### config.mk
export PLATFORM = sky130hd
export DESIGN_NAME = executeStage
export DESIGN_NICKNAME = d
export VERILOG_FILES = /design/src/executePkg.sv /design/src/executeBus.sv /design/src/aluCore.sv /design/src/branchResolve.sv /design/src/exMemReg.sv /design/src/executeStage.sv /design/src/operandSelect.sv
export SDC_FILE = /design/constraint.sdc
export NUM_CORES = 1
export LEC_CHECK = 0
export ABC_CLOCK_PERIOD_IN_PS = 6930
export BUFFER_PORTS_ARGS = -buffer_cell sky130_fd_sc_hd__buf_2
export CORE_ASPECT_RATIO = 1.1
export CORE_MARGIN = 2
export CORE_UTILIZATION = 52
export CTS_BUF_LIST = sky130_fd_sc_hd__clkbuf_16
export DETAILED_ROUTE_END_ITERATION = 7
export GPL_TIMING_DRIVEN = 0
export HOLD_SLACK_MARGIN = 0.06
export PLACE_DENSITY = 0.8
export SYNTH_ARGS = -nofsm -noshare
export SYNTH_HDL_FRONTEND = slang
export SYNTH_HIERARCHICAL = 1
export SYNTH_SLANG_ARGS = --single-unit
### constraint.sdc
create_clock -name clk -period 6.93 [get_ports clk]
set_input_delay 0.3465 -clock clk [delete_from_list [all_inputs] [get_ports clk]]
set_output_delay 0.3465 -clock clk [all_outputs]
set_load 0.02 [all_outputs]
### src/executePkg.sv
package executePkg;

    // datapath and address width
    localparam int xlen = 32;
    // register number width
    localparam int regAddrW = 5;

    typedef logic [xlen-1:0] word_t;
    typedef logic [regAddrW-1:0] regAddr_t;

    // alu operation encoding
    // codes 10 to 15 are unused and give a zero result
    typedef enum logic [3:0] {
        aluAdd  = 4'd0,
        aluSub  = 4'd1,
        aluAnd  = 4'd2,
        aluOr   = 4'd3,
        aluXor  = 4'd4,
        aluSlt  = 4'd5,
        aluSltu = 4'd6,
        aluSll  = 4'd7,
        aluSrl  = 4'd8,
        aluSra  = 4'd9
    } aluOp_t;

    // forwarding source for an operand
    // code 3 falls back to the register file value
    typedef enum logic [1:0] {
        fwdReg = 2'd0,
        fwdWb  = 2'd1,
        fwdMem = 2'd2
    } fwdSel_t;

    // branch funct3 codes
    localparam logic [2:0] brEq  = 3'b000;
    localparam logic [2:0] brNe  = 3'b001;
    localparam logic [2:0] brLt  = 3'b100;
    localparam logic [2:0] brGe  = 3'b101;
    localparam logic [2:0] brLtu = 3'b110;
    localparam logic [2:0] brGeu = 3'b111;

    // clears bit 0 of a jalr target
    localparam word_t jalrMask = 32'hFFFF_FFFE;

    // controls carried across the ex/mem boundary
    typedef struct packed {
        // result goes back to the register file
        logic regWrite;
        // writeback takes the load data
        logic memToReg;
        // store to data memory
        logic memWrite;
        // jal or jalr, writeback uses pc+4
        logic jump;
        // destination register
        regAddr_t writeReg;
    } exMemCtrl_t;

endpackage

### src/executeBus.sv
`timescale 1ns/1ns

// operand and alu signals shared inside the execute stage
interface executeBus
    import executePkg::*;
();

    // first alu operand after forwarding
    word_t srcA;
    // second alu operand after the immediate select
    word_t srcB;
    // forwarded rs2 value, goes to memory as store data
    word_t storeData;
    // alu outputs
    word_t aluResult;
    logic zero;

    // forwarding and immediate select
    modport operand (
        output srcA, srcB, storeData
    );

    // alu
    modport alu (
        input srcA, srcB,
        output aluResult, zero
    );

    // branch decision and target
    modport resolve (
        input srcA, aluResult, zero
    );

    // ex/mem register
    modport capture (
        input aluResult, storeData
    );

endinterface

### src/aluCore.sv
`timescale 1ns/1ns

module aluCore
    import executePkg::*;
(
    executeBus.alu bus,
    input aluOp_t aluControl
);

    word_t opA;
    word_t opB;
    word_t result;
    // shift amount from the low bits of srcB
    logic [4:0] shamt;
    logic lessSigned;
    logic lessUnsigned;

    assign opA = bus.srcA;
    assign opB = bus.srcB;
    assign shamt = opB[4:0];

    // compares shared by slt and sltu
    assign lessSigned = $signed(opA) < $signed(opB);
    assign lessUnsigned = opA < opB;

    always_comb begin
        case (aluControl)
            aluAdd: begin
                result = opA + opB;
            end
            aluSub: begin
                result = opA - opB;
            end
            aluAnd: begin
                result = opA & opB;
            end
            aluOr: begin
                result = opA | opB;
            end
            aluXor: begin
                result = opA ^ opB;
            end
            // compare answer lands in bit 0
            aluSlt: begin
                result = {{(xlen-1){1'b0}}, lessSigned};
            end
            aluSltu: begin
                result = {{(xlen-1){1'b0}}, lessUnsigned};
            end
            aluSll: begin
                result = opA << shamt;
            end
            aluSrl: begin
                result = opA >> shamt;
            end
            // arithmetic shift keeps the sign
            aluSra: begin
                result = word_t'($signed(opA) >>> shamt);
            end
            // unused codes
            default: begin
                result = '0;
            end
        endcase
    end

    assign bus.aluResult = result;
    // zero flag drives beq and bne
    assign bus.zero = (result == '0);

endmodule

### src/branchResolve.sv
`timescale 1ns/1ns

module branchResolve
    import executePkg::*;
(
    executeBus.resolve bus,
    input logic branch,
    input logic jump,
    input logic jumpReg,
    input logic [2:0] funct3,
    input word_t pc,
    input word_t imm,
    output logic pcSrc,
    output word_t pcTarget
);

    logic condMet;
    logic branchTaken;
    // bit 0 of the alu result holds the slt or sltu answer
    logic lessFlag;
    word_t pcRelTarget;
    word_t regRelTarget;

    assign lessFlag = bus.aluResult[0];

    // condition decode from funct3
    always_comb begin
        case (funct3)
            brEq: begin
                condMet = bus.zero;
            end
            brNe: begin
                condMet = !bus.zero;
            end
            brLt, brLtu: begin
                condMet = lessFlag;
            end
            brGe, brGeu: begin
                condMet = !lessFlag;
            end
            // 2 and 3 are not branch codes
            default: begin
                condMet = 1'b0;
            end
        endcase
    end

    assign branchTaken = branch && condMet;

    // redirect on any taken control transfer
    assign pcSrc = branchTaken || jump || jumpReg;

    // jal and branches are pc relative
    assign pcRelTarget = pc + imm;
    // jalr uses forwarded rs1, low bit dropped
    assign regRelTarget = (bus.srcA + imm) & jalrMask;

    assign pcTarget = jumpReg ? regRelTarget : pcRelTarget;

endmodule

### src/exMemReg.sv
`timescale 1ns/1ns

module exMemReg
    import executePkg::*;
(
    input logic clk,
    input logic rst,
    input exMemCtrl_t ctrlE,
    input word_t pcPlus4E,
    executeBus.capture bus,
    output exMemCtrl_t ctrlM,
    output word_t pcPlus4M,
    output word_t aluResultM,
    output word_t writeDataM
);

    exMemCtrl_t ctrlQ;
    word_t pcPlus4Q;
    word_t aluResultQ;
    word_t writeDataQ;

    // stage advances every cycle, no stall input
    always_ff @(posedge clk or posedge rst) begin
        if (rst) begin
            // controls inactive, writeReg and data cleared
            ctrlQ <= '0;
            pcPlus4Q <= '0;
            aluResultQ <= '0;
            writeDataQ <= '0;
        end else begin
            ctrlQ <= ctrlE;
            // return address for jal and jalr writeback
            pcPlus4Q <= pcPlus4E;
            aluResultQ <= bus.aluResult;
            // forwarded rs2 for stores
            writeDataQ <= bus.storeData;
        end
    end

    assign ctrlM = ctrlQ;
    assign pcPlus4M = pcPlus4Q;
    assign aluResultM = aluResultQ;
    assign writeDataM = writeDataQ;

endmodule

### src/executeStage.sv
`timescale 1ns/1ns

module executeStage
    import executePkg::*;
(
    input logic clk,
    input logic rst,
    input logic regWriteE,
    input logic memToRegE,
    input logic memWriteE,
    input logic aluSrcE,
    input logic branchE,
    input logic jumpE,
    input logic jumpRegE,
    input logic [2:0] funct3E,
    input aluOp_t aluControlE,
    input word_t rd1E,
    input word_t rd2E,
    input word_t immE,
    input word_t pcE,
    input word_t pcPlus4E,
    input word_t resultW,
    input word_t memValue,
    input regAddr_t writeRegE,
    input fwdSel_t forwardAE,
    input fwdSel_t forwardBE,
    output logic pcSrc,
    output word_t pcTarget,
    output logic regWriteM,
    output logic memToRegM,
    output logic memWriteM,
    output logic jumpM,
    output regAddr_t writeRegM,
    output word_t pcPlus4M,
    output word_t aluResultM,
    output word_t writeDataM
);

    exMemCtrl_t ctrlE;
    exMemCtrl_t ctrlM;

    // operands and alu outputs between submodules
    executeBus bus ();

    // control bits bundled for the pipeline register
    assign ctrlE.regWrite = regWriteE;
    assign ctrlE.memToReg = memToRegE;
    assign ctrlE.memWrite = memWriteE;
    assign ctrlE.jump = jumpE;
    assign ctrlE.writeReg = writeRegE;

    operandSelect uOperandSelect (
        .rd1(rd1E),
        .rd2(rd2E),
        .imm(immE),
        .resultW(resultW),
        .memValue(memValue),
        .forwardA(forwardAE),
        .forwardB(forwardBE),
        .aluSrc(aluSrcE),
        .branch(branchE),
        .bus(bus.operand)
    );

    aluCore uAluCore (
        .bus(bus.alu),
        .aluControl(aluControlE)
    );

    // redirect is resolved in this cycle, fetch and decode flush on pcSrc
    branchResolve uBranchResolve (
        .bus(bus.resolve),
        .branch(branchE),
        .jump(jumpE),
        .jumpReg(jumpRegE),
        .funct3(funct3E),
        .pc(pcE),
        .imm(immE),
        .pcSrc(pcSrc),
        .pcTarget(pcTarget)
    );

    exMemReg uExMemReg (
        .clk(clk),
        .rst(rst),
        .ctrlE(ctrlE),
        .pcPlus4E(pcPlus4E),
        .bus(bus.capture),
        .ctrlM(ctrlM),
        .pcPlus4M(pcPlus4M),
        .aluResultM(aluResultM),
        .writeDataM(writeDataM)
    );

    // registered controls back onto plain ports
    assign regWriteM = ctrlM.regWrite;
    assign memToRegM = ctrlM.memToReg;
    assign memWriteM = ctrlM.memWrite;
    assign jumpM = ctrlM.jump;
    assign writeRegM = ctrlM.writeReg;

endmodule

### src/operandSelect.sv
`timescale 1ns/1ns

module operandSelect
    import executePkg::*;
(
    input word_t rd1,
    input word_t rd2,
    input word_t imm,
    input word_t resultW,
    input word_t memValue,
    input fwdSel_t forwardA,
    input fwdSel_t forwardB,
    input logic aluSrc,
    input logic branch,
    executeBus.operand bus
);

    word_t fwdA;
    word_t fwdB;

    // three-way forwarding mux
    // select 3 is treated like the register file value
    function automatic word_t pickSource(
        input fwdSel_t sel,
        input word_t regValue,
        input word_t wbValue,
        input word_t memStageValue
    );
        word_t picked;
        case (sel)
            fwdWb: picked = wbValue;
            fwdMem: picked = memStageValue;
            default: picked = regValue;
        endcase
        return picked;
    endfunction

    // rs1 side
    assign fwdA = pickSource(forwardA, rd1, resultW, memValue);
    // rs2 side, also the store data
    assign fwdB = pickSource(forwardB, rd2, resultW, memValue);

    assign bus.srcA = fwdA;

    // immediate only for non-branch instructions
    // branches always compare rs1 against rs2
    assign bus.srcB = (aluSrc && !branch) ? imm : fwdB;

    // stores write the forwarded rs2, never the immediate
    assign bus.storeData = fwdB;

endmodule

==> impl_metrics.yaml <==
drt:
  wl_met3_mm: 12.2
  via_per_inst: 7.24
  drt-initial-drc-count: 3553
  num_vias: 23400
  first_pass_iters: 8
  topRoutingLayerUsed: "met5"
  routedWlPerCell_um: 29.8
  drt-total-wl_mm: 96.3
  wl_met2_mm: 41.4
  post-route-drc-count: 5
  wl_met1_mm: 32.6
  ant_nets: 0
global_route:
  antenna_found_initial: 2
  grt_pass1_wl_mm: 139
  grt_pass1_vias: 22659
  grt_max_degree: 59
  grt_usage_pct: 51.7
  globalRoute.totalOverflow: 0
floorplanning:
  rows: 71
  die_w_um: 181
  fp.coreArea_um2: 34100
  ioPinCount: 387
  design.die.area_um2: 35900
  die_h_um: 199
  initial_utilization_pct: 52.5
run_status:
  violations: "DRC, setup timing"
  outcome: "finished, violations left"
clocking:
  clkTransAtPathRegs_ns: 0.07
  root_buffer: "clkbuf_16"
  cts_tree: "built"
  cts.htree.levels: 3
  clock_path_buffers: 2
  clkSinkCount: 105
  cts_made_buffers: 9
sta:
  rsz0062_at_grt: "true"
  period_needed_ns: 7.10
  finalCritPeriodShare_pct: 102
  relSlewSlack_pct: 14.7
  worst_slew_pin_slew_ns: 1.27
  setup_slack_ns: -0.168
  finalSetupViolations: 1
  finalHoldViolCount: 0
  maxSlewViolCount: 0
  fmaxAchievable_mhz: 141
  finalSetupTns_ns: -0.168
synthesis:
  yosysSeqAreaShare_pct: 14.7
  syn_inst: 2266
  synth_edf_count: 0
  yosysWarnings: 6
  synth_fp_nets: 2681
  synth-seq-cells: 105
  ys_types: 113
  async_flop_share_pct: 100
  syn_area_um2: 17900
  synth_area_per_cell_um2: 7.90
  ys.flop_type: "dfrtp_1"
worst_setup_path:
  end_kind: "output port"
  endpoint: "pcSrc"
  cp_top_family: "buffers and inverters"
  worstPathMaxFanout: 10
  arrival_ns: 6.75
  crit_slowest_cell: "o41ai_1"
  crit_chain: "buf_8 -> inv_4 -> ha_4 -> buf_12 -> clkbuf_16 -> nor2b_4 -> o31ai_4 -> clkbuf_8 -> buf_4 -> clkbuf_1 -> clkbuf_1 -> buf_1 -> clkbuf_1 -> a211oi_1 -> o41ai_1 -> nand3_1 -> or4_4 -> nor4b_4 -> xnor2_1 -> o31ai_2 -> a211o_1 -> buf_6"
  startpoint_type: "primary input"
  cp.required_ns: 6.58
  critPathKind: "primary input to output port"
  cp_slowest_stage_delay_ns: 0.71
  crit_top_cell: "clkbuf_1"
  worstSetupStartpoint: "forwardBE[0]"
  crit_buf_inv: 11
  crit_cells: 22
place:
  gp_congestion: 1.07
  place_hpwl_mm: 75.0
  numPortBuffers: 383
power:
  comb_power_share_pct: 71.9
  internal_power_uw: 2220
  total_power_uw: 4740
  netSwitchingFraction_pct: 53.3
  seq_power_share_pct: 15.3
  p_sw_uw: 2530
  pwr_density_cell_nw_per_um2: 207
  leakage_uw: 0.0101
  clkPwrFrac_pct: 12.8
  peakVddDrop_mv: 0.126
finish:
  area_growth_syn_to_layout_pct: 27.7
  drive_above_1_share_pct: 29.9
  layout_common_cells: "392 x buf_2, 212 x nand2_1, 175 x nor2_1, 161 x a21oi_1, 152 x ha_1"
  fillers: 2789
  final_common_cell: "buf_2"
  final_net_count: 3201
run:
  max_cap_viol_count: 0
min_path:
  hp-class: "primary input to flip-flop"
synthesized netlist by cell type, types with 21 or more instances:
cell type	count	share of area [%]
nand2_1	212	4.4
nor2_1	176	3.7
a21oi_1	164	4.6
ha_1	162	11
o21ai_0	134	3.7
inv_1	119	2.5
dfrtp_1	105	15
clkbuf_1	97	2.0
mux2i_1	66	3.7
nor2b_1	54	1.9
a22oi_1	51	2.1
nand3_1	44	1.2
a21o_1	43	1.8
mux4_2	40	5.0
nor3_1	39	1.1
xnor2_1	39	1.9
a211oi_1	37	1.6
nand3b_1	36	1.5
o211ai_1	34	1.4
o31ai_2	32	2.2
a221oi_2	30	2.5
mux2_2	29	1.8
xor2_1	28	1.4
a221oi_1	25	1.2
buf_2	24	0.67
o22ai_1	24	0.84
nand2b_1	23	0.80
nand4_1	21	0.73
nor4_1	21	0.73
o31ai_1	21	0.88
routing by layer:
metal	vias to the layer above	track usage [%]
li1	9614	-
met1	10878	57.4
met2	2215	82.6
met3	691	15.2
met4	2	43.1
met5	-	0
worst min path at each step:
stage	startpoint	to	slack [ns]	depth (start not counted)
floorplan	writeRegE[0]	uExMemReg/ctrlM[0]$_DFF_PP0_	0.38	0
global placement	pcPlus4E[31]	uExMemReg/pcPlus4M[31]$_DFF_PP0_	0.45	1
detailed placement	pcPlus4E[11]	uExMemReg/pcPlus4M[11]$_DFF_PP0_	0.46	1
CTS	pcPlus4E[19]	uExMemReg/pcPlus4M[19]$_DFF_PP0_	0.06	1
global route	pcPlus4E[19]	uExMemReg/pcPlus4M[19]$_DFF_PP0_	0.07	1
finish	pcPlus4E[19]	uExMemReg/pcPlus4M[19]$_DFF_PP0_	0.07	1
power groups by stage:
stage	Combinational [uW]	Clock, uW	Sequential (uW)
2_1_floorplan	1790	0	854
3_3_place_gp	2860	0	734
3_5_place_dp	2920	0	734
4_1_cts	3140	605	722
5_1_grt	3530	627	732
6_report	3410	609	725
flip-flops by register name (all words and copies together), names as in the netlist:
name,cells
uExMemReg/aluResultM,32
uExMemReg/ctrlM,9
uExMemReg/pcPlus4M,32
uExMemReg/writeDataM,32
repair_timing:
item                                   4_1_cts  5_1_grt
hold buffers                                41        0
endpoints found under the hold margin       41        0
resized for setup                          167       72
setup endpoints to repair                    1        1
buffers inserted                            41       22
cloned                                       1        0
pin swaps                                   26       35
per-stage QoR:
step	util, %	worst slack [ns]	instance area (um^2)	hold WS [ns]	cells
global route	67.0	-0.0886	22900	0.0697	3230
global placement	59.8	-2.38	20400	0.455	3087
floorplan	-	0.0333	17900	0.378	2266
finish	67.0	-0.168	22900	0.0674	3230
CTS	65.8	0.00379	22500	0.0639	3211
detailed placement	60.5	-2.35	20600	0.456	3115
area by class of cell:
class | instances | area [um^2] | share of cell area, %
Multi-Input combinational cell | 1879 | 14700 | 64.5
Clock buffer | 9 | 225 | 0.985
Tap cell | 438 | 548 | 2.40
Buffer | 151 | 995 | 4.35
Inverter | 124 | 494 | 2.16
Clock inverter | 7 | 93.8 | 0.410
Antenna cell | 1 | 2.50 | 0.0109
Sequential cell | 105 | 2630 | 11.5
Timing Repair Buffer | 516 | 3140 | 13.7
kinds of logic after synthesis:
family                     after synthesis  share of synthesized area, %
DFF                                    105                          14.7
buffers and inverters                  282                          7.06
and+or+nand+nor                        712                          19.8
adders and majority gates              166                          11.8
AOI/OAI and AO/OA                      797                          32.8
muxes                                  137                          10.7
xor gates and xnor gates                67                          3.28
Power figures use the tool's default switching activity.
